`src/common/cpu_pkg.sv`:
```
// processor core shared types
package cpu_pkg;

	localparam int INSTR_BYTES = 4;

	// byte address into the shared ram
	typedef logic [15:0] addr_t;
	typedef logic [7:0] byte_t;
	// instructions per run
	typedef logic [7:0] count_t;

	typedef enum logic [7:0] {
		OP_LOAD      = 8'd1,
		OP_JUMP_BACK = 8'd2,
		OP_STORE     = 8'd3,
		OP_ADD       = 8'd4,
		OP_JUMP_FWD  = 8'd5,
		OP_ADDNUM    = 8'd6,
		OP_SET       = 8'd9
	} opcode_t;

	typedef enum logic [1:0] {
		ALU_ADD,
		ALU_ADDNUM,
		ALU_SET
	} alu_op_t;

endpackage

```
`src/fetch/fetch_decode.sv`:
```
// instruction fetch, decode and dispatch
module fetch_decode (
	input  logic             ram_clk,
	input  logic             stage3_read,
	input  logic             run,
	input  cpu_pkg::addr_t   start_pc,
	input  cpu_pkg::count_t  instr_limit,
	output logic             busy,
	output logic             done,
	output logic             fetch_req,
	output cpu_pkg::addr_t   fetch_addr,
	input  logic             fetch_ready,
	input  cpu_pkg::byte_t   fetch_rdata,
	output logic             xfer_start,
	output logic             xfer_store,
	output cpu_pkg::byte_t   xfer_reg,
	output cpu_pkg::byte_t   xfer_len,
	output cpu_pkg::byte_t   xfer_addr,
	input  logic             xfer_done,
	output logic             alu_start,
	output cpu_pkg::alu_op_t alu_op,
	output cpu_pkg::byte_t   alu_src,
	output cpu_pkg::byte_t   alu_dst,
	output cpu_pkg::byte_t   alu_len,
	output cpu_pkg::byte_t   alu_imm,
	input  logic             alu_done
);
	import cpu_pkg::*;

	typedef enum logic [1:0] {
		F_IDLE,
		F_ISSUE,
		F_WAIT,
		F_DECODE
	} fetch_state_t;

	fetch_state_t state;
	addr_t pc;
	addr_t jump_dist;
	count_t limit_q;
	count_t fetched;
	count_t retired;
	byte_t instr [INSTR_BYTES];
	logic [$clog2(INSTR_BYTES)-1:0] bidx;
	opcode_t opcode;
	logic is_jump;
	logic exec_op;
	logic load_slot;
	logic decode_retire;
	logic unit_retire;
	logic pend_valid;
	logic pend_alu;
	logic unit_busy;

	assign opcode = opcode_t'(instr[0]);
	assign is_jump = (opcode == OP_JUMP_FWD) || (opcode == OP_JUMP_BACK);
	assign exec_op = opcode inside {OP_LOAD, OP_STORE, OP_ADD, OP_ADDNUM, OP_SET};
	assign jump_dist = addr_t'(instr[1]) * addr_t'(INSTR_BYTES);
	assign fetch_addr = pc + addr_t'(bidx);
	assign load_slot = (state == F_DECODE) && exec_op;
	// jumps and unknown codes retire at decode
	assign decode_retire = (state == F_DECODE) && !exec_op;
	assign unit_retire = xfer_done || alu_done;

	always_ff @(posedge ram_clk or posedge stage3_read) begin
		if (stage3_read) begin
			state <= F_IDLE;
			pc <= '0;
			fetched <= '0;
			bidx <= '0;
			fetch_req <= 1'b0;
		end else begin
			case (state)
				F_IDLE: begin
					if (run && !busy) begin
						pc <= start_pc;
						fetched <= '0;
						bidx <= '0;
						state <= (instr_limit == '0) ? F_IDLE : F_ISSUE;
					end
				end
				F_ISSUE: begin
					if (bidx == '0 && fetched == limit_q) begin
						state <= F_IDLE;
					end else if (!pend_valid) begin
						// slot free, fetch the next byte
						fetch_req <= 1'b1;
						state <= F_WAIT;
					end
				end
				F_WAIT: begin
					if (fetch_ready) begin
						fetch_req <= 1'b0;
						if (bidx == INSTR_BYTES - 1 || (bidx == 1 && is_jump)) begin
							state <= F_DECODE;
						end else begin
							bidx <= bidx + 1'b1;
							state <= F_ISSUE;
						end
					end
				end
				default: begin
					fetched <= fetched + 1'b1;
					bidx <= '0;
					state <= F_ISSUE;
					case (opcode)
						OP_JUMP_FWD: pc <= pc + jump_dist;
						OP_JUMP_BACK: pc <= pc - jump_dist;
						default: pc <= pc + addr_t'(INSTR_BYTES);
					endcase
				end
			endcase
		end
	end

	// instruction bytes and decoded slot fields
	always_ff @(posedge ram_clk) begin
		if (state == F_WAIT && fetch_ready) begin
			instr[bidx] <= fetch_rdata;
		end
		if (load_slot) begin
			xfer_store <= (opcode == OP_STORE);
			xfer_reg <= instr[1];
			xfer_len <= instr[2];
			xfer_addr <= instr[3];
			alu_src <= instr[1];
			case (opcode)
				OP_ADD: begin
					alu_op <= ALU_ADD;
					alu_dst <= instr[2];
					alu_len <= instr[3];
					alu_imm <= '0;
				end
				OP_ADDNUM: begin
					alu_op <= ALU_ADDNUM;
					alu_dst <= instr[2];
					alu_len <= instr[3];
					alu_imm <= instr[1];
				end
				default: begin
					alu_op <= ALU_SET;
					alu_dst <= instr[1];
					alu_len <= instr[2];
					alu_imm <= '0;
				end
			endcase
		end
	end

	always_ff @(posedge ram_clk or posedge stage3_read) begin
		if (stage3_read) begin
			pend_valid <= 1'b0;
			pend_alu <= 1'b0;
			unit_busy <= 1'b0;
			xfer_start <= 1'b0;
			alu_start <= 1'b0;
		end else begin
			xfer_start <= 1'b0;
			alu_start <= 1'b0;
			if (load_slot) begin
				pend_valid <= 1'b1;
				pend_alu <= !(opcode == OP_LOAD || opcode == OP_STORE);
			end else if (pend_valid && !unit_busy) begin
				pend_valid <= 1'b0;
				unit_busy <= 1'b1;
				if (pend_alu) begin
					alu_start <= 1'b1;
				end else begin
					xfer_start <= 1'b1;
				end
			end
			if (unit_retire) begin
				unit_busy <= 1'b0;
			end
		end
	end

	always_ff @(posedge ram_clk or posedge stage3_read) begin
		if (stage3_read) begin
			busy <= 1'b0;
			done <= 1'b0;
			limit_q <= '0;
			retired <= '0;
		end else begin
			done <= 1'b0;
			if (run && !busy) begin
				busy <= 1'b1;
				limit_q <= instr_limit;
				retired <= '0;
				// empty run finishes at once
				done <= (instr_limit == '0);
			end else if (busy) begin
				retired <= retired + count_t'(decode_retire) + count_t'(unit_retire);
				if (done) begin
					busy <= 1'b0;
				end else if (retired == limit_q) begin
					done <= 1'b1;
				end
			end
		end
	end

endmodule

```
`config.mk`:
```
export PLATFORM = sky130hd
export DESIGN_NAME = fetch_decode
export DESIGN_NICKNAME = d
export VERILOG_FILES = /design/src/common/cpu_pkg.sv /design/src/fetch/fetch_decode.sv
export SDC_FILE = /design/constraint.sdc
export NUM_CORES = 1
export LEC_CHECK = 0
export ABC_AREA = 1
export BUFFER_PORTS_ARGS = -buffer_cell sky130_fd_sc_hd__buf_2
export CORE_AREA = 2 2 118 120
export DETAILED_ROUTE_END_ITERATION = 16
export DIE_AREA = 0 0 120 122
export GPL_ROUTABILITY_DRIVEN = 1
export PLACE_DENSITY = 0.79
export RECOVER_POWER = 25
export SLEW_MARGIN = 20
export SYNTH_ARGS = -nofsm -noshare
export SYNTH_HDL_FRONTEND = slang
export SYNTH_SLANG_ARGS = --single-unit
```
`constraint.sdc`:
```
create_clock -name ram_clk -period 7.9 [get_ports ram_clk]
set_clock_uncertainty 0.05 [all_clocks]
set_input_delay 0.395 -clock ram_clk [delete_from_list [all_inputs] [get_ports ram_clk]]
set_output_delay 0.395 -clock ram_clk [all_outputs]
set_load 0.05 [all_outputs]
```
==> results.toml <==
[sta]
tightest_slew_ns = 2.85
final_max_slew_viol_count = 53
maxSlewHeadroom = -0.900
max_freq_ghz = 0.323
final_hold_viol_count = 0
final-setup-viol-count = 0
grt_setup_unrepaired = "no"
holdWs_ns = 0.152
tns_ns = 0
finalCriticalPeriod_ns = 3.10
fin_crit_sh = 0.392

[worst_setup_path]
crit_required_ns = 7.46
crit_fanout = 4
end_kind = "primary output"
crit_type = "reg2out"
setup.worst_path.start_class = "register"
cp_data_arrival_time_ns = 2.65

[clock_network]
cts.sinks = 135
clk_pin_slew_ns = 0.06
cts_tree = "done"
insertion_delay_ns = 0.42
hold_buffers = 0
numCtsBuffers = 17
cts_setup_buffers = 0
clk_path_buf_depth = 2
cts.repair.resized = 0
htreeDepth = 4
root_buffer = "clkbuf_16"

[power_and_ir_drop]
p_leak_nw = 3.73
power_density_mw_per_mm2 = 351
peakVddDrop_mv = 0.303
finalPower_mw = 2.91

[flow_run]
maxCapViolCount = 1

[logic_synthesis]
ys_warn_count = 0
synth_area_per_cell_um2 = 9.75
netlist.area_leader.share = 0.358
synth.most_common_cell = "nand2_1"
synth-edff-count = 83
ys_top_cells_by_area = "edfxtp_1, dfrtp_1, nand2_1"
syn_inst = 715
synth_area_mm2 = 0.00697
synth_common_cells = "nand2_1, inv_1, edfxtp_1"
async_flop_share = 0.385
syn_nets = 782
synth_seq_cells = 135
synth.yosys.seq_area_share = 0.544
yosysTopAreaCell = "edfxtp_1"
synth_flop_cell = "edfxtp_1"
synth_cell_type_count = 40

[placed_design]
place_hpwl_um = 10900
portBuffers = 117
placed_area_mm2 = 0.00766
gp_congestion = 0.981

[global_routing]
grt_overflow_total = 0
grtUsageTotal = 0.220
grt_pass1_vias = 4931
grt_max_degree = 54
antenna_found_initial = 0
grt_pass1_wl_um = 24700

[layout]
nets = 901
design_area_mm2 = 0.00830
layout-drive-gt1-share = 0.216
area_growth_pct = 19.0
diodes = 0
fill_cells = 1115

[drt]
wire_per_inst_um = 14.5
vias = 5278
vias_per_cell = 5.14
drc_errors = 0
drtAntennaViolNets = 0
drtIter0Drc = 427
firstDrtPassIters = 5
drt_wl_total_um = 14900

[die]
die_y_um = 122
die_x_um = 120
dieArea_mm2 = 0.0146
std_cell_rows = 43
pin_count = 118
initial_utilization = 0.516
core-area_mm2 = 0.0135

[outcome]
run_status = "complete, but fails checks"
failed_checks = "max-capacitance violations, max-slew violations"

[hold_path]
hp-class = "in2reg"
==> final cells by class <==
cell class	instances	area, um^2	share of cell area
flip-flops and latches	135	3790	0.457
multi-input cells	471	2710	0.326
repair buffers	118	579	0.0698
clock buffers	17	425	0.0513
inverters	91	342	0.0412
clock inverters	15	226	0.0273
well taps	180	225	0.0271
==> per-stage QoR <==
step	instances	util	worst slack, ns
2_1_floorplan	715	-	5.06
3_3_place_gp	995	0.567	5.03
3_5_place_dp	995	0.567	4.95
4_1_cts	1027	0.615	4.78
5_1_grt	1027	0.614	4.55
6_report	1027	0.614	4.80
==> worst paths after layout <==
check	start	end	slack, ns	cells past startpoint
setup / recovery	bidx[0]	fetch_addr[14]	4.80	11
hold / removal	instr_limit[5]	limit_q[5]	0.15	3
setup reg to reg	instr[0][5]	pc[11]	4.91	18
hold reg to reg	instr[3][2]	xfer_addr[2]	0.39	0
max in group asynchronous	stage3_read	pend_alu	5.18	3
min in group asynchronous	stage3_read	pc[0]	1.01	3
==> placed cells by master, fill, tap and decap left out, types with 4 or more instances in the layout <==
| master | synthesis | layout |
|---|---|---|
| dfrtp_1 | 52 | 52 |
| nor2_4 | 7 | 7 |
| inv_2 | 6 | 7 |
| nor2_2 | 4 | 4 |
| inv_1 | 85 | 84 |
| ha_1 | 26 | 26 |
| o21ai_1 | 5 | 5 |
| nor2_1 | 80 | 80 |
| clkbuf_1 | 2 | 9 |
| xor2_1 | 17 | 17 |
| mux2_2 | 12 | 12 |
| a21oi_1 | 37 | 37 |
| a311oi_1 | 5 | 5 |
| nor3_1 | 7 | 7 |
| clkbuf_16 | 0 | 17 |
| o21ai_0 | 29 | 29 |
| xnor2_1 | 7 | 7 |
| edfxtp_1 | 83 | 83 |
| nand3_1 | 43 | 43 |
| buf_2 | 4 | 109 |
| nand2_1 | 143 | 143 |
| o211ai_1 | 4 | 4 |
| nand4_1 | 10 | 10 |
| bufinv_16 | 0 | 5 |
| clkinv_4 | 0 | 4 |
| mux2_1 | 5 | 5 |
==> power breakdown <==
part | total, mW | internal [mW] | switching (mW)
sequential | 1.02 | 0.871 | 0.150
combinational | 1.03 | 0.319 | 0.707
clock | 0.865 | 0.562 | 0.303
==> registers in the layout, summed over array words and instances, names as in the netlist, 2 cells and up <==
register,flops
alu_dst,8
alu_imm,8
alu_len,8
alu_op,2
alu_src,8
bidx,2
fetched,8
instr,32
limit_q,8
pc,16
retired,8
state,2
xfer_addr,8
xfer_len,8
==> worst max-delay path, cell delays in order, from the launching register on <==
cell and delay, ns:
dfrtp_1 0.44, ha_1 0.21, inv_1 0.06, fa_1 0.43, nor2_4 0.17, nand3_4 0.10
nor2_4 0.15, nand3_4 0.10, nor2_4 0.11, nand3_2 0.07, xor2_1 0.13, buf_2 0.27
==> per-layer routing <==
layer / track usage / part of all wire / vias to the layer above
met5: 0 / 0 / -
met4: 0.0941 / 0.020 / 0
met3: 0.0384 / 0.058 / 20
met2: 0.339 / 0.46 / 190
met1: 0.310 / 0.46 / 2446
li1: - / - / 2622
==> logic make-up after synthesis <==
group | Yosys count | share of synthesized area
buffers and inverters | 109 | 0.0675
AOI/OAI and AO/OA | 88 | 0.0695
and+or+nand+nor | 313 | 0.206
xor gates and xnor gates | 24 | 0.0302
DFF | 135 | 0.544
muxes | 17 | 0.0275
adders and majority gates | 29 | 0.0553
(Power assumes the default switching activity.)
