[src/common/cpu_pkg.sv]
// processor core shared types
package cpu_pkg;

	localparam int INSTR_BYTES = 4;

	// byte address into the shared ram
	typedef logic [15:0] addr_t;
	typedef logic [7:0] byte_t;
	// instructions per run
	typedef logic [7:0] count_t;

	typedef enum logic [7:0] {
		OP_LOAD      = 8'd1,
		OP_JUMP_BACK = 8'd2,
		OP_STORE     = 8'd3,
		OP_ADD       = 8'd4,
		OP_JUMP_FWD  = 8'd5,
		OP_ADDNUM    = 8'd6,
		OP_SET       = 8'd9
	} opcode_t;

	typedef enum logic [1:0] {
		ALU_ADD,
		ALU_ADDNUM,
		ALU_SET
	} alu_op_t;

endpackage

[src/execute/block_transfer.sv]
// block copy between ram and registers
module block_transfer #(
	parameter int REG_COUNT = 64
) (
	input  logic                         ram_clk,
	input  logic                         stage3_read,
	input  logic                         xfer_start,
	input  logic                         xfer_store,
	input  cpu_pkg::byte_t               xfer_reg,
	input  cpu_pkg::byte_t               xfer_len,
	input  cpu_pkg::byte_t               xfer_addr,
	output logic                         xfer_done,
	output logic                         mem_req,
	output logic                         mem_we,
	output cpu_pkg::addr_t               mem_addr,
	output cpu_pkg::byte_t               mem_wdata,
	input  logic                         mem_ready,
	input  cpu_pkg::byte_t               mem_rdata,
	output logic                         reg_req,
	output logic                         reg_we,
	output logic [$clog2(REG_COUNT)-1:0] reg_idx,
	output cpu_pkg::byte_t               reg_wdata,
	input  logic                         reg_ready,
	input  cpu_pkg::byte_t               reg_rdata
);
	import cpu_pkg::*;

	localparam int IDX_W = $clog2(REG_COUNT);
	typedef logic [IDX_W-1:0] reg_idx_t;

	typedef enum logic [1:0] {
		T_IDLE,
		T_READ,
		T_WRITE
	} xfer_state_t;

	xfer_state_t state;
	logic store_q;
	byte_t cnt;
	byte_t reg_base;
	byte_t addr_base;
	byte_t len_q;
	byte_t data_q;
	logic rd_ready;
	logic wr_ready;

	// store reads registers and writes ram, load the other way
	assign rd_ready = store_q ? reg_ready : mem_ready;
	assign wr_ready = store_q ? mem_ready : reg_ready;
	assign mem_we = store_q;
	assign reg_we = !store_q;
	assign mem_addr = addr_t'(addr_base) + addr_t'(cnt);
	assign reg_idx = reg_idx_t'(reg_base + cnt);
	assign mem_wdata = data_q;
	assign reg_wdata = data_q;

	always_ff @(posedge ram_clk or posedge stage3_read) begin
		if (stage3_read) begin
			state <= T_IDLE;
			store_q <= 1'b0;
			cnt <= '0;
			mem_req <= 1'b0;
			reg_req <= 1'b0;
			xfer_done <= 1'b0;
		end else begin
			xfer_done <= 1'b0;
			case (state)
				T_IDLE: begin
					if (xfer_start) begin
						store_q <= xfer_store;
						cnt <= '0;
						if (xfer_len == '0) begin
							xfer_done <= 1'b1;
						end else begin
							mem_req <= !xfer_store;
							reg_req <= xfer_store;
							state <= T_READ;
						end
					end
				end
				T_READ: begin
					if (rd_ready) begin
						// drop the read side, request the write side
						mem_req <= store_q;
						reg_req <= !store_q;
						state <= T_WRITE;
					end
				end
				default: begin
					if (wr_ready) begin
						if ((cnt + 1'b1) == len_q) begin
							mem_req <= 1'b0;
							reg_req <= 1'b0;
							xfer_done <= 1'b1;
							state <= T_IDLE;
						end else begin
							cnt <= cnt + 1'b1;
							mem_req <= !store_q;
							reg_req <= store_q;
							state <= T_READ;
						end
					end
				end
			endcase
		end
	end

	always_ff @(posedge ram_clk) begin
		if (state == T_IDLE && xfer_start) begin
			reg_base <= xfer_reg;
			addr_base <= xfer_addr;
			len_q <= xfer_len;
		end
		if (state == T_READ && rd_ready) begin
			data_q <= store_q ? reg_rdata : mem_rdata;
		end
	end

endmodule

[config.mk]
export PLATFORM = sky130hd
export DESIGN_NAME = block_transfer
export DESIGN_NICKNAME = d
export VERILOG_FILES = /design/src/common/cpu_pkg.sv /design/src/execute/block_transfer.sv
export SDC_FILE = /design/constraint.sdc
export NUM_CORES = 1
export LEC_CHECK = 0
export ABC_AREA = 1
export BUFFER_PORTS_ARGS = -buffer_cell sky130_fd_sc_hd__clkbuf_2
export CAP_MARGIN = 20
export CORE_ASPECT_RATIO = 2
export CORE_UTILIZATION = 42
export CTS_BUF_LIST = sky130_fd_sc_hd__clkbuf_16
export DETAILED_ROUTE_END_ITERATION = 7
export GPL_ROUTABILITY_DRIVEN = 1
export GPL_TIMING_DRIVEN = 0
export PLACE_DENSITY = 0.68
export SKIP_CTS_REPAIR_TIMING = 1
export SYNTH_ARGS = -nofsm -noshare
export SYNTH_HDL_FRONTEND = slang
export SYNTH_SLANG_ARGS = --single-unit
[constraint.sdc]
create_clock -name ram_clk -period 2.2 [get_ports ram_clk]
set_clock_uncertainty 0.05 [all_clocks]
set_input_delay 0 -clock ram_clk [delete_from_list [all_inputs] [get_ports ram_clk]]
set_output_delay 0 -clock ram_clk [all_outputs]
set_load 0.03 [all_outputs]
==> Flow_metrics.wiki <==
{| class="wikitable"
! Metric !! Value
|-
| Worst EP required || 2.15 ns
|-
| HPWL after DPL || 4430 um
|-
| Full die area || 6550 um2
|-
| Avg WL per Cell || 12.8 um
|-
| CORE AREA || 6010 um2
|-
| TritonCTS Buffers || 5
|-
| Die width || 57.7 um
|-
| Cell chosen for the clock root || clkbuf_16
|-
| Total power divided by cell area || 1160 nW/um2
|-
| Drt initial violations || 62
|-
| Maximum single-stage delay on the critical path || 0.42 ns
|-
| Wire length of the first global-routing pass || 9360 um
|-
| Critical-path top delay cell || edfxtp_1
|-
| Switching power || 0.00201 W
|-
| Number of core rows || 40
|-
| Post-placement worst setup slack || -0.0346 ns
|-
| Initial Utilization || 43.5%
|-
| Reg2Reg Setup Slack || 0.16 ns
|-
| Count of warnings emitted by yosys || 0
|-
| Vias per cell || 4.94
|-
| Shortest period the worst path allows || 2.17 ns
|-
| TritonCTS clock tree || yes
|-
| CP dominant cell by count || nand2_1
|-
| Outcome || complete, no violations
|-
| Largest family of logic cells by synthesized area || simple AND/OR/NAND/NOR gates
|-
| Final GP Congestion || 0.882
|-
| Global-route total usage across every layer || 19.1%
|-
| Sort of element at the end of the critical path || output port
|-
| Kind of launch point of the worst setup path || flop
|-
| Maximum number of pins on one net before global-route repair || 17
|-
| Number of input and output port buffers inserted || 79
|-
| Complex-gate fraction of the synthesized area || 6.04%
|-
| Count of unique library cells instantiated by Yosys || 29
|-
| Switching part of the total || 44.7%
|-
| Synthesis-to-layout area growth || 48.3%
|-
| Transition at the pin with the smallest max-transition slack || 0.695 ns
|-
| Relative contribution of combinational cells to total power || 55.9%
|-
| Die Y || 113 um
|-
| Overall via count from detail_route || 2,491
|-
| Min-delay worst type || in2reg
|-
| Hold Crit Depth || 3
|-
| Number of fillers in the final layout || 512
|-
| Final setup violation count || 0
|-
| Number of antenna diodes || 0
|-
| End of the worst register-to-register path || cnt[4]
|-
| Max Fclk || 460 MHz
|-
| Mapped Cells || 293
|-
| FF-to-FF Start || cnt[0]
|-
| Largest fanout on the critical path || 2
|-
| Sequential share of the synthesized area || 47.9%
|-
| CTS Buffer Depth || 2
|-
| Post-synthesis instance area || 2610 um2
|-
| Clock Pin Slew Worst Setup and Hold Paths || 0.06 ns
|-
| Count of H-tree levels built during CTS || 2
|-
| Share of the clock period used by the worst path after layout || 98.8%
|-
| DRT Wirelength || 6470 um
|-
| I/O pin cnt || 89
|-
| Final setup margin || 0.0261 ns
|-
| Ratio of cells with drive above 1 in the final layout || 32.0%
|-
| Post-synthesis mux area share || 0%
|-
| Length of the first detailed-routing pass in iterations || 4
|-
| Syn Area/Cell || 8.91 um2
|-
| Cell type group with the largest total delay on the critical path || adder cells
|-
| Flip-flop and latch count after synthesis || 44
|-
| Count of buffering cells on the critical path with inverters included || 2
|-
| Later-pin clock latency in the skew report || 0.28 ns
|-
| Beginning of the worst hold path || xfer_start
|-
| Antenna violations before repair || 0
|-
| Leak Pwr || 1.92 nW
|-
| Endpoint of the worst hold-timing path || xfer_done
|-
| Total count of max-transition violations in the final report || 0
|-
| Final Hold Vio Count || 0
|-
| DRC violations left || 0
|-
| Cell-internal power || 0.00248 W
|-
| Worst vdd ir || 0.805 mV
|-
| Length in cells of the worst reg-to-reg path || 12
|-
| Clk pwr share || 15.4%
|-
| Via count of the first global-routing pass || 2,187
|-
| Number of clock sinks || 44
|-
| Portion of total power attributed to sequential cells || 28.7%
|-
| Worst-case headroom to the max-slew limit || 53.2%
|-
| Share of the synthesized netlist area taken by xor and xnor gates || 4.36%
|-
| Global route total overflow || 0
|-
| Share of synthesized cell area in full adder, half adder and majority cells || 8.25%
|-
| Post-detailed-route count of antenna-violating nets || 0
|-
| Net count, final || 503
|-
| Signal arrival time at the worst endpoint || 2.12 ns
|-
| Synthesized-area fraction occupied by and/or/nand/nor cells || 23.8%
|-
| Category of the critical setup timing path || reg2out
|-
| Maximum capacitance violations || 0
|-
| RSZ-0062 raised after global routing || yes
|-
| Core occupancy in the finished layout || 64.4%
|-
| CP Cell Sequence || ha_4 -> fa_2 -> nand3_2 -> nand2_2 -> nand2_1 -> nand2_1 -> a21oi_2 -> inv_1 -> a21oi_1 -> o21bai_1 -> buf_2
|}
sequential cells by signal, indices dropped and copies added (netlist names):
name,cells
addr_base,8
cnt,8
len_q,8
mem_req,1
mem_wdata,8
mem_we,1
reg_base,6
reg_req,1
state,2
xfer_done,1
through the flow:
step / hold slack, ns / power [W] / cells / cell area, um2 / setup TNS [ns]
2_1_floorplan: -0.161 / 0.00289 / 299 / 2630 / 0
3_3_place_gp: 0.0304 / 0.00338 / 441 / 3110 / -3.53
3_5_place_dp: 0.0398 / 0.00345 / 442 / 3130 / -0.198
4_1_cts: -0.265 / 0.00414 / 449 / 3270 / -0.728
5_1_grt: 0.0256 / 0.00479 / 504 / 3870 / -0.258
6_report: 0.0272 / 0.00450 / 504 / 3870 / 0
worst max-delay path by stage:
stage | from | end | slack, ns | cells after the start
final | addr_base[0] | mem_addr[8] | 0.03 | 11
after global routing | cnt[0] | mem_addr[8] | -0.15 | 11
after CTS | cnt[0] | mem_addr[8] | -0.21 | 11
after detailed placement | cnt[1] | cnt[0] | -0.03 | 12
after global placement | state[1] | state[0] | -0.46 | 10
after floorplan | state[1] | state[0] | 0.04 | 10
cell usage after synthesis:
| library cell | count | share of area [%] |
|---|---|---|
| clkinv_1 | 1 | 0.14 |
| xor2_1 | 10 | 3.4 |
| o211ai_1 | 1 | 0.29 |
| nand2_4 | 1 | 0.43 |
| o22ai_1 | 2 | 0.48 |
| a21oi_1 | 14 | 2.7 |
| nand2_1 | 80 | 12 |
| nand3b_1 | 4 | 1.2 |
| buf_4 | 15 | 4.3 |
| nor4_1 | 2 | 0.48 |
| xnor2_1 | 3 | 1.0 |
| buf_2 | 3 | 0.58 |
| fa_1 | 2 | 1.5 |
| a31oi_1 | 2 | 0.48 |
| clkbuf_1 | 2 | 0.29 |
| edfxtp_1 | 30 | 35 |
| dfrtp_1 | 14 | 13 |
| conb_1 | 1 | 0.14 |
| ha_1 | 14 | 6.7 |
| o21ai_0 | 8 | 1.5 |
| nor2_1 | 17 | 2.4 |
| inv_1 | 27 | 3.9 |
| o21bai_1 | 2 | 0.58 |
| nand4_1 | 2 | 0.48 |
| nand3_4 | 1 | 0.67 |
| nor2_2 | 3 | 0.72 |
| nand2_2 | 3 | 0.72 |
| nand3_1 | 27 | 5.2 |
| inv_2 | 2 | 0.29 |
layer usage:
layer	share of wire (%)	GRT usage (%)
met1	36	18.2
met2	57	36.7
met3	3.7	3.29
met4	3.0	10.8
met5	0	0
cell usage in the layout, fill, tap and decap left out, types with 2 or more instances in the layout:
master         count
a21oi_1           13
buf_2              5
buf_4             30
clkbuf_1           2
clkbuf_16          5
clkbuf_2          75
conb_1             7
dfrtp_1           11
dfrtp_2            3
dlygate4sd3_1     40
edfxtp_1          30
ha_1              11
ha_4               2
inv_1             28
inv_2              2
nand2_1           79
nand2_2            4
nand3_1           26
nand3_2            2
nand3b_1           4
nand4_1            2
nor2_1            17
nor2_4             2
nor4_1             2
o21ai_0            8
o21bai_1           2
o22ai_1            2
xnor2_1            2
xor2_1            10
worst reg2reg max path, delay by kind of cell, from the launching register on:
kind / cells / cell delay [ns]
XOR/XNOR: 1 / 0.14
adder cells (fa/ha/maj): 1 / 0.31
buffers and inverters: 2 / 0.31
flip-flops: 1 / 0.42
AND/OR/NAND/NOR: 8 / 0.77
final cells by class:
class	instances	area (um2)	share of cell area, %
buffer	20	135	3.49
clock buffer	5	125	3.23
clock inverter	2	8.76	0.226
inverter	30	113	2.91
multi-input combinational	206	1220	31.5
sequential	44	1250	32.4
tap	63	78.8	2.04
timing repair buffer	134	937	24.2
power by group through the flow:
stage                     registers [W]  clock network, W  logic [W]
after CTS                       0.00129          0.000699    0.00215
after global placement          0.00130                 0    0.00208
after floorplan                 0.00141                 0    0.00148
after global routing            0.00131          0.000734    0.00275
final                           0.00129          0.000694    0.00251
after detailed placement        0.00130                 0    0.00215
logic make-up (layout without fill, tap and decap cells):
| group | Yosys count | after routing |
|---|---|---|
| flip-flops | 44 | 44 |
| AO/OA/AOI/OAI | 29 | 29 |
| buffers and inverters | 50 | 191 |
| XOR/XNOR | 13 | 13 |
| AND/OR/NAND/NOR | 140 | 141 |
| other | 1 | 7 |
| adder cells (fa/ha/maj) | 16 | 16 |
(Power assumes the default switching activity.)
