**config.mk**
```make
export PLATFORM = sky130hd
export DESIGN_NAME = block_alu
export DESIGN_NICKNAME = d
export VERILOG_FILES = /design/src/common/cpu_pkg.sv /design/src/execute/block_alu.sv
export SDC_FILE = /design/constraint.sdc
export NUM_CORES = 1
export LEC_CHECK = 0
export BUFFER_PORTS_ARGS = -buffer_cell sky130_fd_sc_hd__buf_4
export CORE_UTILIZATION = 40
export CTS_BUF_LIST = sky130_fd_sc_hd__clkbuf_2 sky130_fd_sc_hd__clkbuf_4 sky130_fd_sc_hd__clkbuf_8
export CTS_CLUSTER_SIZE = 10
export DETAILED_ROUTE_END_ITERATION = 10
export SKIP_CTS_REPAIR_TIMING = 1
export SLEW_MARGIN = 20
export SYNTH_ARGS = -nofsm -noshare
export SYNTH_HDL_FRONTEND = slang
export SYNTH_SLANG_ARGS = --single-unit
```
**constraint.sdc**
```tcl
create_clock -name ram_clk -period 3.7 [get_ports ram_clk]
set_input_delay 0.74 -clock ram_clk [delete_from_list [all_inputs] [get_ports ram_clk]]
set_output_delay 0.74 -clock ram_clk [all_outputs]
set_load 0.05 [all_outputs]
```
**src/common/cpu_pkg.sv**
```systemverilog
// processor core shared types
package cpu_pkg;

	localparam int INSTR_BYTES = 4;

	// byte address into the shared ram
	typedef logic [15:0] addr_t;
	typedef logic [7:0] byte_t;
	// instructions per run
	typedef logic [7:0] count_t;

	typedef enum logic [7:0] {
		OP_LOAD      = 8'd1,
		OP_JUMP_BACK = 8'd2,
		OP_STORE     = 8'd3,
		OP_ADD       = 8'd4,
		OP_JUMP_FWD  = 8'd5,
		OP_ADDNUM    = 8'd6,
		OP_SET       = 8'd9
	} opcode_t;

	typedef enum logic [1:0] {
		ALU_ADD,
		ALU_ADDNUM,
		ALU_SET
	} alu_op_t;

endpackage

```
**src/execute/block_alu.sv**
```systemverilog
// byte serial alu over register spans
module block_alu #(
	parameter int REG_COUNT = 64
) (
	input  logic                         ram_clk,
	input  logic                         stage3_read,
	input  logic                         alu_start,
	input  cpu_pkg::alu_op_t             alu_op,
	input  cpu_pkg::byte_t               alu_src,
	input  cpu_pkg::byte_t               alu_dst,
	input  cpu_pkg::byte_t               alu_len,
	input  cpu_pkg::byte_t               alu_imm,
	output logic                         alu_done,
	output logic                         reg_req,
	output logic                         reg_we,
	output logic [$clog2(REG_COUNT)-1:0] reg_idx,
	output cpu_pkg::byte_t               reg_wdata,
	input  logic                         reg_ready,
	input  cpu_pkg::byte_t               reg_rdata
);
	import cpu_pkg::*;

	localparam int IDX_W = $clog2(REG_COUNT);
	typedef logic [IDX_W-1:0] reg_idx_t;

	typedef enum logic [2:0] {
		A_IDLE,
		A_RD_ISSUE,
		A_RD_WAIT,
		A_WR_ISSUE,
		A_WR_WAIT
	} alu_state_t;

	alu_state_t state;
	alu_op_t op_q;
	byte_t src_q;
	byte_t dst_q;
	byte_t len_q;
	byte_t imm_q;
	byte_t cnt;
	byte_t result_q;
	byte_t addend;

	// add doubles the source byte
	assign addend = (op_q == ALU_ADD) ? reg_rdata : imm_q;
	assign reg_idx = reg_idx_t'(reg_we ? dst_q + cnt : src_q + cnt);
	assign reg_wdata = result_q;

	always_ff @(posedge ram_clk or posedge stage3_read) begin
		if (stage3_read) begin
			state <= A_IDLE;
			cnt <= '0;
			reg_req <= 1'b0;
			reg_we <= 1'b0;
			alu_done <= 1'b0;
		end else begin
			alu_done <= 1'b0;
			case (state)
				A_IDLE: begin
					if (alu_start) begin
						cnt <= '0;
						if (alu_len == '0) begin
							alu_done <= 1'b1;
						end else begin
							state <= (alu_op == ALU_SET) ? A_WR_ISSUE : A_RD_ISSUE;
						end
					end
				end
				A_RD_ISSUE: begin
					reg_req <= 1'b1;
					reg_we <= 1'b0;
					state <= A_RD_WAIT;
				end
				A_RD_WAIT: begin
					if (reg_ready) begin
						reg_req <= 1'b0;
						state <= A_WR_ISSUE;
					end
				end
				A_WR_ISSUE: begin
					reg_req <= 1'b1;
					reg_we <= 1'b1;
					state <= A_WR_WAIT;
				end
				default: begin
					if (reg_ready) begin
						reg_req <= 1'b0;
						reg_we <= 1'b0;
						if ((cnt + 1'b1) == len_q) begin
							alu_done <= 1'b1;
							state <= A_IDLE;
						end else begin
							cnt <= cnt + 1'b1;
							state <= (op_q == ALU_SET) ? A_WR_ISSUE : A_RD_ISSUE;
						end
					end
				end
			endcase
		end
	end

	always_ff @(posedge ram_clk) begin
		if (state == A_IDLE && alu_start) begin
			op_q <= alu_op;
			src_q <= alu_src;
			dst_q <= alu_dst;
			len_q <= alu_len;
			imm_q <= alu_imm;
			// set writes the immediate, which is zero
			result_q <= alu_imm;
		end
		if (state == A_RD_WAIT && reg_ready) begin
			result_q <= reg_rdata + addend;
		end
	end

endmodule

```
==> results of run 1 <==
-- per-stage QoR --
| step | setup WS, ps | area (sq um) | total power (uW) |
|---|---|---|---|
| floorplan | 141 | 2810 | 1750 |
| global placement | 646 | 3350 | 2050 |
| detailed placement | 662 | 3350 | 2060 |
| CTS | 299 | 3460 | 2460 |
| global route | 180 | 3460 | 2580 |
| finish | 353 | 3460 | 2440 |
-- layout make-up --
type | instances | area [sq um] | share of cell area [%]
Sequential cell | 52 | 1490 | 43.1
Timing Repair Buffer | 61 | 458 | 13.2
Clock buffer | 5 | 68.8 | 1.99
Inverter | 8 | 30.0 | 0.868
Multi-Input combinational cell | 157 | 1250 | 36.1
Tap cell | 96 | 120 | 3.47
Clock inverter | 3 | 42.5 | 1.23
-- flip-flops by register name, indices dropped and copies added, names as in the netlist --
signal / cells
imm_q: 8
state: 3
len_q: 8
reg_req: 1
cnt: 8
op_q: 2
src_q: 6
reg_we: 1
alu_done: 1
dst_q: 6
reg_wdata: 8
-- cell families after synthesis --
logic type | count (synthesis) | share of synthesized area [%]
simple gates | 51 | 10.2
xor+xnor | 24 | 7.47
mux | 18 | 7.07
compound gates | 49 | 12.4
flops | 52 | 53.0
fa+ha+maj | 15 | 7.20
buf+inv | 15 | 2.67
-- worst min path at each step --
| stage | start | to | cells past startpoint |
|---|---|---|---|
| 5_1_grt | stage3_read | state[1] | 2 |
| 3_3_place_gp | cnt[7] | cnt[7] | 1 |
| 3_5_place_dp | cnt[7] | cnt[7] | 1 |
| 2_1_floorplan | cnt[7] | cnt[7] | 1 |
| 6_report | stage3_read | state[0] | 2 |
| 4_1_cts | stage3_read | state[0] | 2 |
-- cell usage after synthesis, types with 3 or more instances --
cell      count  area share [%]
ha_1         13             5.8
nand3_1       4            0.71
inv_1         8             1.1
a31oi_1       4            0.89
xor2_1       11             3.4
clkbuf_1      4            0.53
o21bai_1      3            0.80
a211o_1       3            0.93
a21oi_1      11             2.0
dfrtp_1      14              12
o311ai_0      4             1.2
xnor2_1      13             4.0
nor2_1        9             1.2
mux2_2       15             6.0
o21ai_0       8             1.4
nand2_1      17             2.3
edfxtp_1     38              41
a21o_1        5             1.3
mux2i_1       3             1.1
-- power by group through the flow --
stage | Clock (uW) | Sequential (uW) | Combinational [uW]
after floorplan | 0 | 953 | 802
after global placement | 0 | 894 | 1150
after detailed placement | 0 | 892 | 1170
after CTS | 409 | 881 | 1170
after global routing | 432 | 900 | 1250
final | 399 | 881 | 1160
-- cells in the final DEF, fill, tap and decap left out, drive strengths merged, types with 10 or more instances in the layout --
cell type	n
xor2	11
nand2	17
mux2	15
nor2	10
a21oi	11
edfxtp	38
buf	61
ha	13
xnor2	13
dfrtp	14
-- layer usage --
metal,vias up,wire [um]
li1,959,-
met1,919,2680
met2,47,2660
met3,8,221
met4,0,85
met5,-,0
==> results.cfg, run 1 <==
[power]
internal_power_uw = 1400
powerDensity_mw_per_mm2 = 706
p_sw_uw = 1040
p_seq_share_pct = 36.1
clock_power_share_pct = 16.3
switching_share_pct = 42.7
ir_drop_mv = 0.349
p_comb_share_pct = 47.6
leakage_uw = 0.00148

[routing]
viasPerCell = 5.06
vias = 1933
drt-wirelength-per-cell_um = 14.8
ant_nets = 0
drc = 0
firstDrtPassIters = 4
drt-total-wl_mm = 5.65
drtIter0Drc = 107

[cells_and_area]
n_antenna_cell = 0
postLayoutCoreUtil_pct = 50.9
fillers = 614
final_cells = 382
drive_gt1_share_pct = 31.8
synthToLayoutAreaGrowth_pct = 22.9
num-nets-final = 346

[clock_network]
clkLatencyLatePin_ps = 310
clockRootBuffer = clkbuf_8
cts_tree = yes
cts.clk_slew.worst_paths_ps = 100
numCtsBuffers = 5
cts_sinks = 52
clockBufferDepth = 2
htree_levels = 2

[yosys]
synth_flop_cell = edfxtp_1
async_reset_ff_share_pct = 26.9
synth_cell_type_count = 47
ys_ff_latch = 52
syn-num-nets = 285
synth_area_per_cell_sq_um = 12.6
ys_seq_area_share_pct = 53.0
synth_edf_count = 38
synth_cells = 224
yosys_warnings = 0
netlist_area_sq_mm = 0.00281

[die]
dieArea_sq_mm = 0.00737
die_w_um = 85.9
dieHeight_um = 85.9
boundaryPins = 63
start_util_pct = 41.4
core.rowCount = 30
core_area_sq_mm = 0.00679

[worst_setup_path]
cpMostUsedCell = a21oi_1
critPathBufInv = 1
cp-start-kind = register
end_kind = output pin
worst-r2r-setup-slack_ps = 780
crit_path_max_incr_delay_ps = 560
cp-endpoint = reg_idx[5]
crit_family = compound AO/OA/AOI/OAI gates
cp_max_fo = 6
worstSetupPathType = register to output pin
worstSetupStartpoint = reg_we
cp.required_ps = 2960
cp.depth = 8
r2r-end = cnt[2]
rr_startpoint = cnt[0]
rr_worst_depth = 8
critical_path.cell_chain = mux2_2 -> ha_1 -> a21o_1 -> a21oi_1 -> o21bai_1 -> a21oi_1 -> xnor2_1 -> buf_4
slowest_stage = dfrtp_1
cp_data_arrival_time_ps = 2610

[place]
io_buffers = 58
place_inst = 374
place.gp.congestion = 0.761
hpwl_mm = 4.19

[global_routing]
grtUsageMet3_pct = 3.46
grt_first_pass_wirelength_mm = 9.35
grt_antenna_before_repair = 0
grt.busiest_layer = met2
grtUsageTotal_pct = 16.8
overflow = 0
grt_pass1_vias = 1946
use_met2_pct = 26.6
use_met1_pct = 23.2
grt_max_degree = 26

[sta]
report.final.slew_viol_count = 0
fmax_mhz = 299
setup_viol = 0
hold_ws_ps = 466
fin_crit_ps = 3350
setup_tns_ps = 0
tightestPinTransition_ps = 605
fin_crit_sh_pct = 90.4
hold_violations = 0
skew_ps = 3.53
timing.slew.headroom_pct = 59.6
rsz0062_at_grt = no

[outcome]
status = completed

[run]
maxCapViolations = 0

[worst_hold_path]
worst_hold_path_type = input port to asynchronous set/reset pin
Note: power is estimated with default switching activity, not from simulation.
==> inputs of run 2 (changes only) <==
--- a/config.mk
+++ b/config.mk
@@ -10,6 +10,7 @@
 export CTS_BUF_LIST = sky130_fd_sc_hd__clkbuf_2 sky130_fd_sc_hd__clkbuf_4 sky130_fd_sc_hd__clkbuf_8
 export CTS_CLUSTER_SIZE = 10
 export DETAILED_ROUTE_END_ITERATION = 10
+export REMOVE_ABC_BUFFERS = 1
 export SKIP_CTS_REPAIR_TIMING = 1
 export SLEW_MARGIN = 20
 export SYNTH_ARGS = -nofsm -noshare
==> run 2 against run 1 <==
Core utilization is 0.70 points higher. Clock power is 34% higher. Final area is 1.4% higher. Die area stayed put. Count of clock-buffer cells in the layout stayed put. Via count is 2.3% lower. Routed wire length is 1.5% lower. Critical path depth stayed put. Cell count stayed put. Critical endpoint unchanged. Largest cell class unchanged.
==> results.cfg, run 2 (synthesis gave the netlist of run 1 again) <==
[outcome]
status = completed

[place]
io_buffers = 58
placed_area_sq_mm = 0.00335
hpwl_mm = 4.10
place.gp.congestion = 0.750

[cells_and_area]
regArea_sq_mm = 0.00149
final_cell_mix = 61 x buf_4, 38 x edfxtp_1, 17 x nand2_1
synthToLayoutAreaGrowth_pct = 24.6
num-nets-final = 346
final_cell_area_sq_mm = 0.00351
fillers = 609
mostFrequentLayoutCell = buf_4
drive_gt1_share_pct = 32.2
postLayoutCoreUtil_pct = 51.6
multiInputGateArea_sq_mm = 0.00125
n_antenna_cell = 0

[worst_setup_path]
cp-start-kind = register
rr_worst_depth = 8
cp.depth = 8
worstSetupPathType = register to output pin
rr_startpoint = cnt[0]
crit_path_max_incr_delay_ps = 510
worstSetupStartpoint = reg_we
end_kind = output pin
cp_data_arrival_time_ps = 2580
cp.required_ps = 2960
r2r-end = cnt[2]
cp_max_fo = 6
cp-endpoint = reg_idx[5]
cpMostUsedCell = a21oi_1
critical_path.cell_chain = mux2_2 -> ha_1 -> a21o_1 -> a21oi_1 -> o21bai_1 -> a21oi_1 -> xnor2_1 -> buf_4
critPathBufInv = 1
slowest_stage = dfrtp_1
crit_family = compound AO/OA/AOI/OAI gates
worst-r2r-setup-slack_ps = 810

[sta]
fin_crit_ps = 3320
rsz0062_at_grt = no
setup_tns_ps = 0
timing.slew.headroom_pct = 54.2
tightestPinTransition_ps = 682
fin_crit_sh_pct = 89.8
report.final.slew_viol_count = 0
hold_violations = 0
fmax_mhz = 301
setup_viol = 0
skew_ps = 7.51

[die]
core_area_sq_mm = 0.00679
core.rowCount = 30
start_util_pct = 41.4
boundaryPins = 63
dieArea_sq_mm = 0.00737
dieHeight_um = 85.9
die_w_um = 85.9

[global_routing]
grtUsageTotal_pct = 16.2
grt_pass1_vias = 1862
overflow = 0
grt_antenna_before_repair = 0
grt.busiest_layer = met2
grt_first_pass_wirelength_mm = 9.13
use_met2_pct = 26.1
grt_max_degree = 29
use_met1_pct = 21.6
grtUsageMet3_pct = 4.52

[worst_hold_path]
worst_hold_path_type = input port to asynchronous set/reset pin

[clock_network]
cts_sinks = 52
clkLatencyLatePin_ps = 310
clockBufferDepth = 2
clockRootBuffer = clkbuf_8
cts.clk_slew.worst_paths_ps = 100
cts_tree = yes
numCtsBuffers = 5
htree_levels = 2

[routing]
drc = 0
viasPerCell = 4.95
drt-wirelength-per-cell_um = 14.6
drt-total-wl_mm = 5.56
ant_nets = 0
vias = 1889
firstDrtPassIters = 4
drtIter0Drc = 101

[run]
maxCapViolations = 0

[power]
ir_drop_mv = 0.308
powerDensity_mw_per_mm2 = 732
leakage_uw = 0.00150
==> run 2: worst min path at each step <==
stage | endpoint | slack [ps] | cells after the start
after floorplan | cnt[7] | 470 | 1
after global placement | cnt[7] | 480 | 1
after detailed placement | cnt[7] | 490 | 1
after CTS | cnt[7] | 500 | 2
after global routing | state[2] | 530 | 2
final | cnt[7] | 470 | 2
==> run 2: final cells by class <==
cell class | count | area share (%)
clock buffer | 5 | 1.96
timing repair buffer | 61 | 13.1
clock inverter | 3 | 2.57
inverter | 8 | 0.857
sequential | 52 | 42.5
tap | 96 | 3.43
multi-input combinational | 157 | 35.6
==> run 2: routing by layer <==
layer  routed length, um  up-vias
li1                    -      961
met1                2540      878
met2                2680       45
met3                 282        5
met4                  63        0
met5                   0        -
==> run 2: report_power, final <==
group / total, uW / switching [uW] / leakage, uW / internal, uW
Sequential: 876 / 112 / 0.000529 / 763
Combinational: 1150 / 723 / 0.000893 / 432
Clock: 535 / 197 / 0.0000784 / 338
==> run 2: worst reg2reg max path, cell delays in order (launching register included) <==
cell and delay (ps):
dfrtp_1 490, ha_1 360, nand3_1 140, xnor2_1 250, xor2_1 100, or4_4 560
nor3_4 480, nor4b_1 120, a211o_1 280
==> run 2: stage by stage <==
stage	hold WS [ps]	total power, uW	worst slack (ps)	cells
2_1_floorplan	468	1730	289	217
3_5_place_dp	495	2060	692	374
3_3_place_gp	482	2040	724	374
6_report	474	2570	377	382
5_1_grt	526	2710	175	382
4_1_cts	503	2600	334	382
