[config.mk]
export PLATFORM = sky130hd
export DESIGN_NAME = register_file
export DESIGN_NICKNAME = d
export VERILOG_FILES = /design/src/common/cpu_pkg.sv /design/src/logic/register_file.sv
export SDC_FILE = /design/constraint.sdc
export NUM_CORES = 1
export LEC_CHECK = 0
export BUFFER_PORTS_ARGS = -buffer_cell sky130_fd_sc_hd__clkbuf_2
export CAP_MARGIN = 0
export CORE_ASPECT_RATIO = 1.5
export CORE_MARGIN = 4
export CORE_UTILIZATION = 44
export DETAILED_ROUTE_END_ITERATION = 8
export GPL_ROUTABILITY_DRIVEN = 0
export HOLD_SLACK_MARGIN = 0.03
export SYNTH_ARGS = -nofsm -noshare
export SYNTH_HDL_FRONTEND = slang
export SYNTH_SLANG_ARGS = --single-unit
[constraint.sdc]
create_clock -name ram_clk -period 14.42 [get_ports ram_clk]
set_clock_uncertainty 0.15 [all_clocks]
set_input_delay 0.721 -clock ram_clk [delete_from_list [all_inputs] [get_ports ram_clk]]
set_output_delay 0.721 -clock ram_clk [all_outputs]
set_load 0.005 [all_outputs]
[src/common/cpu_pkg.sv]
// processor core shared types
package cpu_pkg;

	localparam int INSTR_BYTES = 4;

	// byte address into the shared ram
	typedef logic [15:0] addr_t;
	typedef logic [7:0] byte_t;
	// instructions per run
	typedef logic [7:0] count_t;

	typedef enum logic [7:0] {
		OP_LOAD      = 8'd1,
		OP_JUMP_BACK = 8'd2,
		OP_STORE     = 8'd3,
		OP_ADD       = 8'd4,
		OP_JUMP_FWD  = 8'd5,
		OP_ADDNUM    = 8'd6,
		OP_SET       = 8'd9
	} opcode_t;

	typedef enum logic [1:0] {
		ALU_ADD,
		ALU_ADDNUM,
		ALU_SET
	} alu_op_t;

endpackage

[src/logic/register_file.sv]
// byte register file, one access port
module register_file #(
	parameter int REG_COUNT = 64
) (
	input  logic                         ram_clk,
	input  logic                         stage3_read,
	input  logic                         xfer_reg_req,
	input  logic                         xfer_reg_we,
	input  logic [$clog2(REG_COUNT)-1:0] xfer_reg_idx,
	input  cpu_pkg::byte_t               xfer_reg_wdata,
	output logic                         xfer_reg_ready,
	output cpu_pkg::byte_t               xfer_reg_rdata,
	input  logic                         alu_reg_req,
	input  logic                         alu_reg_we,
	input  logic [$clog2(REG_COUNT)-1:0] alu_reg_idx,
	input  cpu_pkg::byte_t               alu_reg_wdata,
	output logic                         alu_reg_ready,
	output cpu_pkg::byte_t               alu_reg_rdata
);
	import cpu_pkg::*;

	localparam int IDX_W = $clog2(REG_COUNT);
	typedef logic [IDX_W-1:0] reg_idx_t;

	byte_t regs [REG_COUNT];
	logic xfer_sel;
	logic alu_sel;
	logic acc_we;
	reg_idx_t acc_idx;
	byte_t acc_wdata;
	byte_t rdata_q;

	// a request not yet answered
	assign xfer_sel = xfer_reg_req && !xfer_reg_ready;
	assign alu_sel = alu_reg_req && !alu_reg_ready && !xfer_sel;
	assign acc_we = xfer_sel ? xfer_reg_we : alu_reg_we;
	assign acc_idx = xfer_sel ? xfer_reg_idx : alu_reg_idx;
	assign acc_wdata = xfer_sel ? xfer_reg_wdata : alu_reg_wdata;
	assign xfer_reg_rdata = rdata_q;
	assign alu_reg_rdata = rdata_q;

	always_ff @(posedge ram_clk or posedge stage3_read) begin
		if (stage3_read) begin
			for (int i = 0; i < REG_COUNT; i++) begin
				regs[i] <= '0;
			end
			rdata_q <= '0;
			xfer_reg_ready <= 1'b0;
			alu_reg_ready <= 1'b0;
		end else begin
			xfer_reg_ready <= xfer_sel;
			alu_reg_ready <= alu_sel;
			if (xfer_sel || alu_sel) begin
				if (acc_we) begin
					regs[acc_idx] <= acc_wdata;
				end
				rdata_q <= regs[acc_idx];
			end
		end
	end

endmodule

==> results.json, run 1 <==
{
  "p_leak_nw": 11.3,
  "dieHeight_um": 289,
  "post_cts_buffers": 0,
  "status": "completed",
  "synth_top_area_share_pct": 56.4,
  "viasPerCell": 5.98,
  "cts_tree": "yes",
  "core_area_um2": 51900,
  "synth_flop_cell": "dfrtp_1",
  "place_inst": 2974,
  "cp.arrival_ns": 5.07,
  "io_pins": 52,
  "nFillCells": 4824,
  "ys_warn_count": 0,
  "antenna_found_initial": 1,
  "finalNonFillerCells": 3067,
  "grtUsageMet3_pct": 3.87,
  "dp_hpwl_um": 49200,
  "num_vias": 18400,
  "htreeDepth": 2,
  "layout-drive-gt1-share_pct": 10.5,
  "synth_area_um2": 23200,
  "wl_per_cell_um": 24.6,
  "grt_use_met2_pct": 43.3,
  "finalInstanceArea_um2": 25600,
  "hold_violations": 0,
  "fmax_mhz": 210,
  "synth-edff-count": 0,
  "critical_path_class": "reg -> reg",
  "layout_commonest_cell": "dfrtp_1",
  "slew_viol_final": 0,
  "cts_resized": 0,
  "grt_use_met1_pct": 34.4,
  "rows": 102,
  "fin_setup_tns_ns": 0,
  "ir_drop_uv": 91.4,
  "hold_path_class": "in -> async",
  "cts_buffer_depth": 3,
  "worstMarginPinSlew_ns": 1.07,
  "ys_async_sr_fraction_pct": 100,
  "rsz0062_at_grt": "no",
  "start_util_pct": 44.6,
  "drc": 0,
  "postRouteAntennaNets": 0,
  "drt_iter0_drc": 1976,
  "grt_pass1_vias": 18000,
  "final_cell_mix": "dfrtp_1 (522), nand2_1 (335), o21ai_0 (309)",
  "crit_fanout": 54,
  "grt_overflow": 0,
  "fin_crit_ns": 4.76,
  "grt_pass1_wl_um": 114000,
  "grt_max_degree": 87,
  "startpoint_type": "flip-flop",
  "yosysSeqAreaShare_pct": 56.4,
  "portBuffers": 51,
  "synth_area_leader_cell": "dfrtp_1",
  "synth.avg_cell_area_um2": 9.70,
  "grt.total_usage_pct": 26.4,
  "synth_area_leaders": "dfrtp_1 (56%), o21ai_0 (6.7%), a21oi_1 (6.0%)",
  "clk_pin_slew_worst_paths_ns": 0.06,
  "synth-seq-cells": 522,
  "area_growth_pct": 10.3,
  "synth_fp_nets": 2424,
  "clock_sinks": 522,
  "cts_made_buffers": 50,
  "slew_headroom_pct": 28.5,
  "dieArea_um2": 56500,
  "synth.distinct_cells": 69,
  "crit_required_ns": 14.73,
  "nNetsFinal": 2384,
  "drtPass1Iterations": 8,
  "power_density_nw_per_um2": 147,
  "die_w_um": 195,
  "routed_wl_um": 75300,
  "cts_root_buffer": "clkbuf_16",
  "grt_busiest_layer": "met2",
  "placed_cell_area_um2": 23900,
  "syn_inst": 2390,
  "cts_hold_buf": 0,
  "cap_viol_max_count": 0,
  "endpoint_kind": "flip-flop",
  "fin_crit_sh_pct": 33.0,
  "clock_latency_ns": 0.57,
  "setup_viol": 0
}
==> logic make-up after synthesis <==
group	after synthesis	share of synthesized area, %
buf+inv	189	3.91
mux	127	5.65
simple gates	736	13.4
flops	522	56.4
compound gates	816	20.7
==> critical path, cell delays in order (launching register included) <==
cell	delay [ns]
dfrtp_1	0.44
nand2b_2	0.81
mux2i_4	0.35
buf_4	0.63
buf_4	0.82
mux2i_1	0.27
o22ai_1	0.10
o21ai_0	0.29
o2111ai_1	0.27
o32a_1	0.42
==> power breakdown <==
part / internal (mW) / switching, mW
Clock: 0.766 / 0.573
Combinational: 0.204 / 0.350
Sequential: 1.71 / 0.142
Total: 2.68 / 1.07
==> Yosys cell counts, types with 3 or more instances <==
cell,count
and3_1,4
a22o_1,9
o2111ai_1,3
nor3_1,16
clkbuf_1,93
nand3_1,15
buf_2,66
nor2_1,291
nand2b_1,10
a22oi_1,89
o21ai_0,309
nand4_1,7
nor2_4,8
a21oi_1,278
buf_4,23
a222oi_1,15
dfrtp_1,522
buf_6,3
nand2_1,335
nor2_2,25
and4_1,4
mux2i_1,118
o22ai_1,50
nand3_2,8
o32ai_2,5
o32a_1,4
mux2_2,5
a31oi_1,12
a221oi_1,9
a32oi_1,3
==> sequential cells by signal, summed over array words and instances, names as in the netlist <==
| name | cells |
|---|---|
| alu_reg_ready | 1 |
| xfer_reg_ready | 1 |
| regs | 512 |
| alu_reg_rdata | 8 |
==> stage by stage <==
stage	util (%)	power, mW	hold WS (ns)	setup WS (ns)
after floorplan	-	2.24	0.294	6.46
after global placement	46.0	2.40	0.305	9.50
after detailed placement	46.0	2.43	0.314	9.43
after CTS	49.2	3.76	0.310	9.76
after global routing	49.2	3.91	0.341	9.51
final	49.2	3.75	0.276	9.66
==> final timing paths <==
path | start | end | slack (ns) | depth (start not counted)
max reg2reg | xfer_reg_ready | alu_reg_rdata[1] | 9.66 | 9
max | xfer_reg_ready | alu_reg_rdata[1] | 9.66 | 9
min reg2reg | regs[171] | regs[171] | 0.33 | 2
min | stage3_read | regs[195] | 0.28 | 3
min in group ram_clk | regs[171] | regs[171] | 0.33 | 2
max in group asynchronous | stage3_read | regs[131] | 11.37 | 5
==> routing by layer <==
layer,vias to the layer above,share of wire (%)
met5,-,0
met4,0,5.8
met3,204,6.6
met2,787,48
met1,9041,40
li1,8320,-
==> area by class of cell <==
cell class	instances	area (um2)	share of cell area [%]
Inverter	3	20.0	0.0783
Multi-Input combinational cell	1679	9400	36.8
Tap cell	676	846	3.31
Timing Repair Buffer	94	578	2.26
Antenna cell	2	5.00	0.0196
Clock inverter	16	161	0.631
Sequential cell	522	13100	51.1
Clock buffer	75	1490	5.82
(Power assumes the default switching activity.)
==> run 2, diff against run 1 <==
- clock period: 14.42 -> 4.31 ns (I/O delays scaled with it)
==> results.json, run 2 (synthesis gave the netlist of run 1 again) <==
{
  "status": "completed",
  "slew_headroom_pct": 14.6,
  "cp.arrival_ns": 4.27,
  "fin_crit_sh_pct": 92.5,
  "setup.worst_path.start": "xfer_reg_ready",
  "cts_root_buffer": "clkbuf_16",
  "largest_register": "regs",
  "cp_top_family": "compound AO/OA/AOI/OAI gates",
  "clock_latency_ns": 0.58,
  "layout_commonest_cell": "dfrtp_1",
  "cpMaxStageDelayCell": "mux2i_4",
  "portBuffers": 51,
  "viasPerCell": 5.90,
  "cts_hold_buf": 8,
  "hold_slack_ns": 0.0657,
  "cap_viol_max_count": 0,
  "slowest_delay_ns": 0.82,
  "finalNonFillerCells": 3128,
  "placed_cell_area_um2": 24400,
  "drtPass1Iterations": 6,
  "hold_path_class": "in -> reg",
  "start_util_pct": 44.6,
  "area_growth_pct": 13.2,
  "nNetsFinal": 2446,
  "grt_pass1_wl_um": 116000,
  "power.total_mw": 12.7,
  "place_ws_ns": 0.335,
  "dieHeight_um": 289,
  "crit_buf_inv": 1,
  "clock_sinks": 522,
  "finalInstanceArea_um2": 26200,
  "ir_drop_uv": 347,
  "routed_wl_um": 76300,
  "rr_startpoint": "xfer_reg_ready",
  "num_vias": 18400,
  "io_pins": 52,
  "crit_fanout": 37,
  "final_cell_mix": "dfrtp_1 (522), nand2_1 (335), o21ai_0 (309)",
  "die_w_um": 195,
  "setup_slack_ns": 0.325,
  "worstMarginPinSlew_ns": 1.27,
  "place_inst": 3028,
  "layout-drive-gt1-share_pct": 12.7,
  "rsz0062_at_grt": "no",
  "core_area_um2": 51900,
  "rows": 102,
  "power_density_nw_per_um2": 486,
  "grt_pass1_vias": 18500,
  "nFillCells": 4728,
  "htreeDepth": 2,
  "worstPathCellList": "nand2b_2, mux2i_4, buf_12, mux2i_1, o22ai_1, o21ai_0, o2111a_1, a31oi_1",
  "wl_per_cell_um": 24.4,
  "postRouteAntennaNets": 0,
  "cts_made_buffers": 50,
  "drc": 0,
  "endpoint_kind": "flip-flop",
  "crit_required_ns": 4.59,
  "cts_tree": "yes",
  "post_cts_buffers": 0,
  "dp_hpwl_um": 51400,
  "largest_register_ffs": 512,
  "slew_viol_final": 0,
  "worstHoldStart": "alu_reg_wdata[6]",
  "fin_crit_ns": 3.99,
  "cts_resized": 0,
  "antenna_found_initial": 0,
  "grt.total_usage_pct": 26.7,
  "grt_max_degree": 155,
  "setup_viol": 0,
  "startpoint_type": "flip-flop",
  "cts_buffer_depth": 3,
  "grt_overflow": 0,
  "p_leak_nw": 11.7,
  "hold_violations": 0,
  "fmax_mhz": 251,
  "clk_pin_slew_worst_paths_ns": 0.07,
  "drt_iter0_drc": 1889,
  "critical_path_class": "reg -> reg",
  "dieArea_um2": 56500
}
==> run 2: layout make-up <==
cell class | count | area, um2 | share of cell area (%)
sequential | 522 | 13100 | 49.8
inverter | 3 | 20.0 | 0.0763
antenna | 1 | 2.50 | 0.00954
clock inverter | 21 | 251 | 0.959
clock buffer | 70 | 1470 | 5.59
timing repair buffer | 156 | 1190 | 4.53
multi-input combinational | 1679 | 9400 | 35.8
tap | 676 | 846 | 3.22
==> run 2: worst min-delay path, stage by stage <==
cell	delay [ns]
clkbuf_2	0.10
mux2i_4	0.23
a21oi_1	0.19
==> run 2: final timing paths <==
check	slack, ns	cells past startpoint	end
worst max-delay path	0.32	8	alu_reg_rdata[4]
worst min-delay path	0.07	3	regs[414]
min in group asynchronous	0.22	3	regs[192]
worst max register to register	0.32	8	alu_reg_rdata[4]
max in group asynchronous	2.41	4	regs[97]
worst min register to register	0.33	2	regs[10]
==> run 2: per-layer routing <==
layer / GRT usage (%) / part of all wire, %
met3: 4.63 / 7.2
met5: 0 / 0
met2: 45.1 / 49
met1: 34.0 / 39
met4: 11.8 / 4.8
==> run 2: power by group <==
part           switching [mW]  total (mW)  internal (mW)
clock network            1.95        4.63           2.68
logic                    1.18        1.91          0.725
registers               0.495        6.22           5.72
==> run 2: per-stage QoR <==
step	util, %	setup TNS, ns
after floorplan	-	-1643.10
after global placement	47.0	0
after detailed placement	47.0	0
after CTS	50.5	0
after global routing	50.5	0
final	50.5	0
==> run 3, diff against run 2 <==
--- a/config.mk
+++ b/config.mk
@@ -6,4 +6,5 @@
 export NUM_CORES = 1
 export LEC_CHECK = 0
+export ABC_AREA = 1
 export BUFFER_PORTS_ARGS = -buffer_cell sky130_fd_sc_hd__clkbuf_2
 export CAP_MARGIN = 0
==> constraint.sdc (replaced) <==
create_clock -name ram_clk -period 4.31 [get_ports ram_clk]
set_clock_uncertainty 0.15 [all_clocks]
set_input_delay 0.431 -clock ram_clk [delete_from_list [all_inputs] [get_ports ram_clk]]
set_output_delay 0.431 -clock ram_clk [all_outputs]
set_load 0.005 [all_outputs]
==> results.json, run 3 <==
{
  "status": "completed",
  "power_density_nw_per_um2": 479,
  "synth_flop_cell": "dfrtp_1",
  "fin_crit_ns": 3.48,
  "holdPathStages": 3,
  "wl_per_cell_um": 18.3,
  "diodes": 0,
  "power.total_mw": 13.3,
  "layout-drive-gt1-share_pct": 6.45,
  "nNetsFinal": 3258,
  "grt_overflow": 0,
  "slew_viol_final": 0,
  "hold_slack_ns": 0.205,
  "crit_fanout": 16,
  "critical_path_class": "reg -> reg",
  "fin_setup_tns_ns": 0,
  "cts_made_buffers": 51,
  "endpoint_kind": "flip-flop",
  "synth.distinct_cells": 24,
  "hold_path_class": "in -> reg",
  "drt_iter0_drc": 1702,
  "grt_pass1_wl_um": 117000,
  "routed_wl_um": 73600,
  "syn_inst": 3276,
  "dieHeight_um": 300,
  "start_util_pct": 44.7,
  "area_growth_pct": 10.5,
  "setup_viol": 0,
  "drc": 0,
  "worstMarginPinSlew_ns": 1.08,
  "clock_sinks": 522,
  "htreeDepth": 2,
  "ys_async_sr_fraction_pct": 100,
  "synth_fp_nets": 3310,
  "final_cell_mix": "nand2_1 (1165), dfrtp_1 (522), o21ai_0 (516)",
  "p_leak_nw": 13.4,
  "num_vias": 20900,
  "viasPerCell": 5.21,
  "rsz0062_at_grt": "no",
  "fmax_mhz": 288,
  "startpoint_type": "flip-flop",
  "cp.arrival_ns": 3.75,
  "yosysMostFrequentCell": "nand2_1",
  "die_w_um": 203,
  "cap_viol_max_count": 0,
  "antenna_found_initial": 1,
  "synth_area_leaders": "dfrtp_1 (52%), nand2_1 (17%), o21ai_0 (10%)",
  "synth-seq-cells": 522,
  "slew_headroom_pct": 27.7,
  "synth_top_area_share_pct": 52.1,
  "largest_register": "regs",
  "grt_max_degree": 116,
  "cts_tree": "yes",
  "cts_root_buffer": "clkbuf_16",
  "core_area_um2": 56100,
  "synth_area_um2": 25100,
  "grt.total_usage_pct": 24.2,
  "ys_warn_count": 0,
  "clk_pin_slew_worst_paths_ns": 0.06,
  "crit_required_ns": 4.58,
  "largest_register_ffs": 512,
  "postRouteAntennaNets": 0,
  "dieArea_um2": 61000,
  "dp_hpwl_um": 46100,
  "nFillCells": 5489,
  "synth.avg_cell_area_um2": 7.66,
  "clock_latency_ns": 0.60,
  "rows": 106,
  "final_core_util_pct": 49.4,
  "hold_violations": 0,
  "portBuffers": 51,
  "grt_pass1_vias": 20200,
  "cts_resized": 0,
  "layout_commonest_cell": "nand2_1",
  "synth_area_leader_cell": "dfrtp_1",
  "synth_common_cells": "nand2_1 (1165), dfrtp_1 (522), o21ai_0 (516)",
  "ir_drop_uv": 265,
  "drtPass1Iterations": 5,
  "synth-edff-count": 0,
  "reg2regPathDepth": 8,
  "yosysSeqAreaShare_pct": 52.1,
  "cts_buffer_depth": 3,
  "fin_crit_sh_pct": 80.7,
  "io_pins": 52
}
run 3: cell types whose count changed after synthesis, sizes merged, moves of 95 or more:
cell / before / now
o211ai: 1 / 96
nand2: 336 / 1167
mux2i: 120 / 8
o21ai: 312 / 545
a21oi: 279 / 0
inv: 2 / 444
nand3: 23 / 174
nor2: 324 / 79
run 3: worst paths after layout:
| path | startpoint | end | slack (ns) |
|---|---|---|---|
| max in group asynchronous | stage3_read | regs[180] | 2.51 |
| min | xfer_reg_wdata[7] | regs[15] | 0.21 |
| min in group asynchronous | stage3_read | regs[499] | 0.37 |
| min reg2reg | regs[258] | regs[258] | 0.33 |
| max | xfer_reg_ready | regs[220] | 0.83 |
| max reg2reg | xfer_reg_ready | regs[220] | 0.83 |
run 3: cells by family (layout without fill, tap and decap cells):
family / Yosys count / after routing / share of synthesized area, %
muxes: 8 / 8 / 0.319
and+or+nand+nor: 1450 / 1450 / 23.4
buffers and inverters: 654 / 636 / 10.3
DFF: 522 / 522 / 52.1
AOI/OAI and AO/OA: 642 / 642 / 13.8
run 3: what timing repair did:
action / in CTS / in global routing
endpoints found under the hold margin: 25 / 0
hold buffers: 2 / 0
setup buffers: 0 / 0
run 3: critical path: stages, from the launching register on:
cell and delay [ns]:
dfrtp_1 0.37, inv_1 0.16, nand2_1 0.27, nand2_1 0.13, nand2_1 0.31, nor4_4 1.05
nand2_1 0.56, nand2_1 0.18, o21ai_0 0.12
run 3: per-stage QoR:
stage | instance area, um2 | std cells | setup WS (ns)
floorplan | 25100 | 3276 | -3.36
global placement | 26100 | 3925 | 0.855
detailed placement | 26100 | 3925 | 0.742
CTS | 27700 | 4014 | 0.844
global route | 27700 | 4014 | 0.516
finish | 27700 | 4014 | 0.833
run 3: cell type report:
class                   instances  area, um2  area share, %
flip-flops and latches        522      13100           47.1
multi-input cells            2100       9580           34.5
inverters                     444       1670           6.02
clock buffers                  78       1520           5.48
well taps                     756        946           3.41
repair buffers                105        853           3.08
clock inverters                 9       95.1          0.343
run 3: routing by layer:
layer	part of all wire (%)	GRT usage (%)	wire [um]	up-vias
met4	3.4	7.97	2500	2
met3	4.8	3.10	3530	148
met5	0.022	0	16	-
met2	49	41.0	35700	560
li1	-	-	-	10200
met1	43	32.3	31800	10100
run 3: power by group:
part           internal (mW)  switching [mW]  leakage, nW
Combinational          0.863            1.64         5.60
Sequential              5.81           0.529         7.03
Clock                   2.53            1.90        0.798
Total                   9.20            4.07         13.4
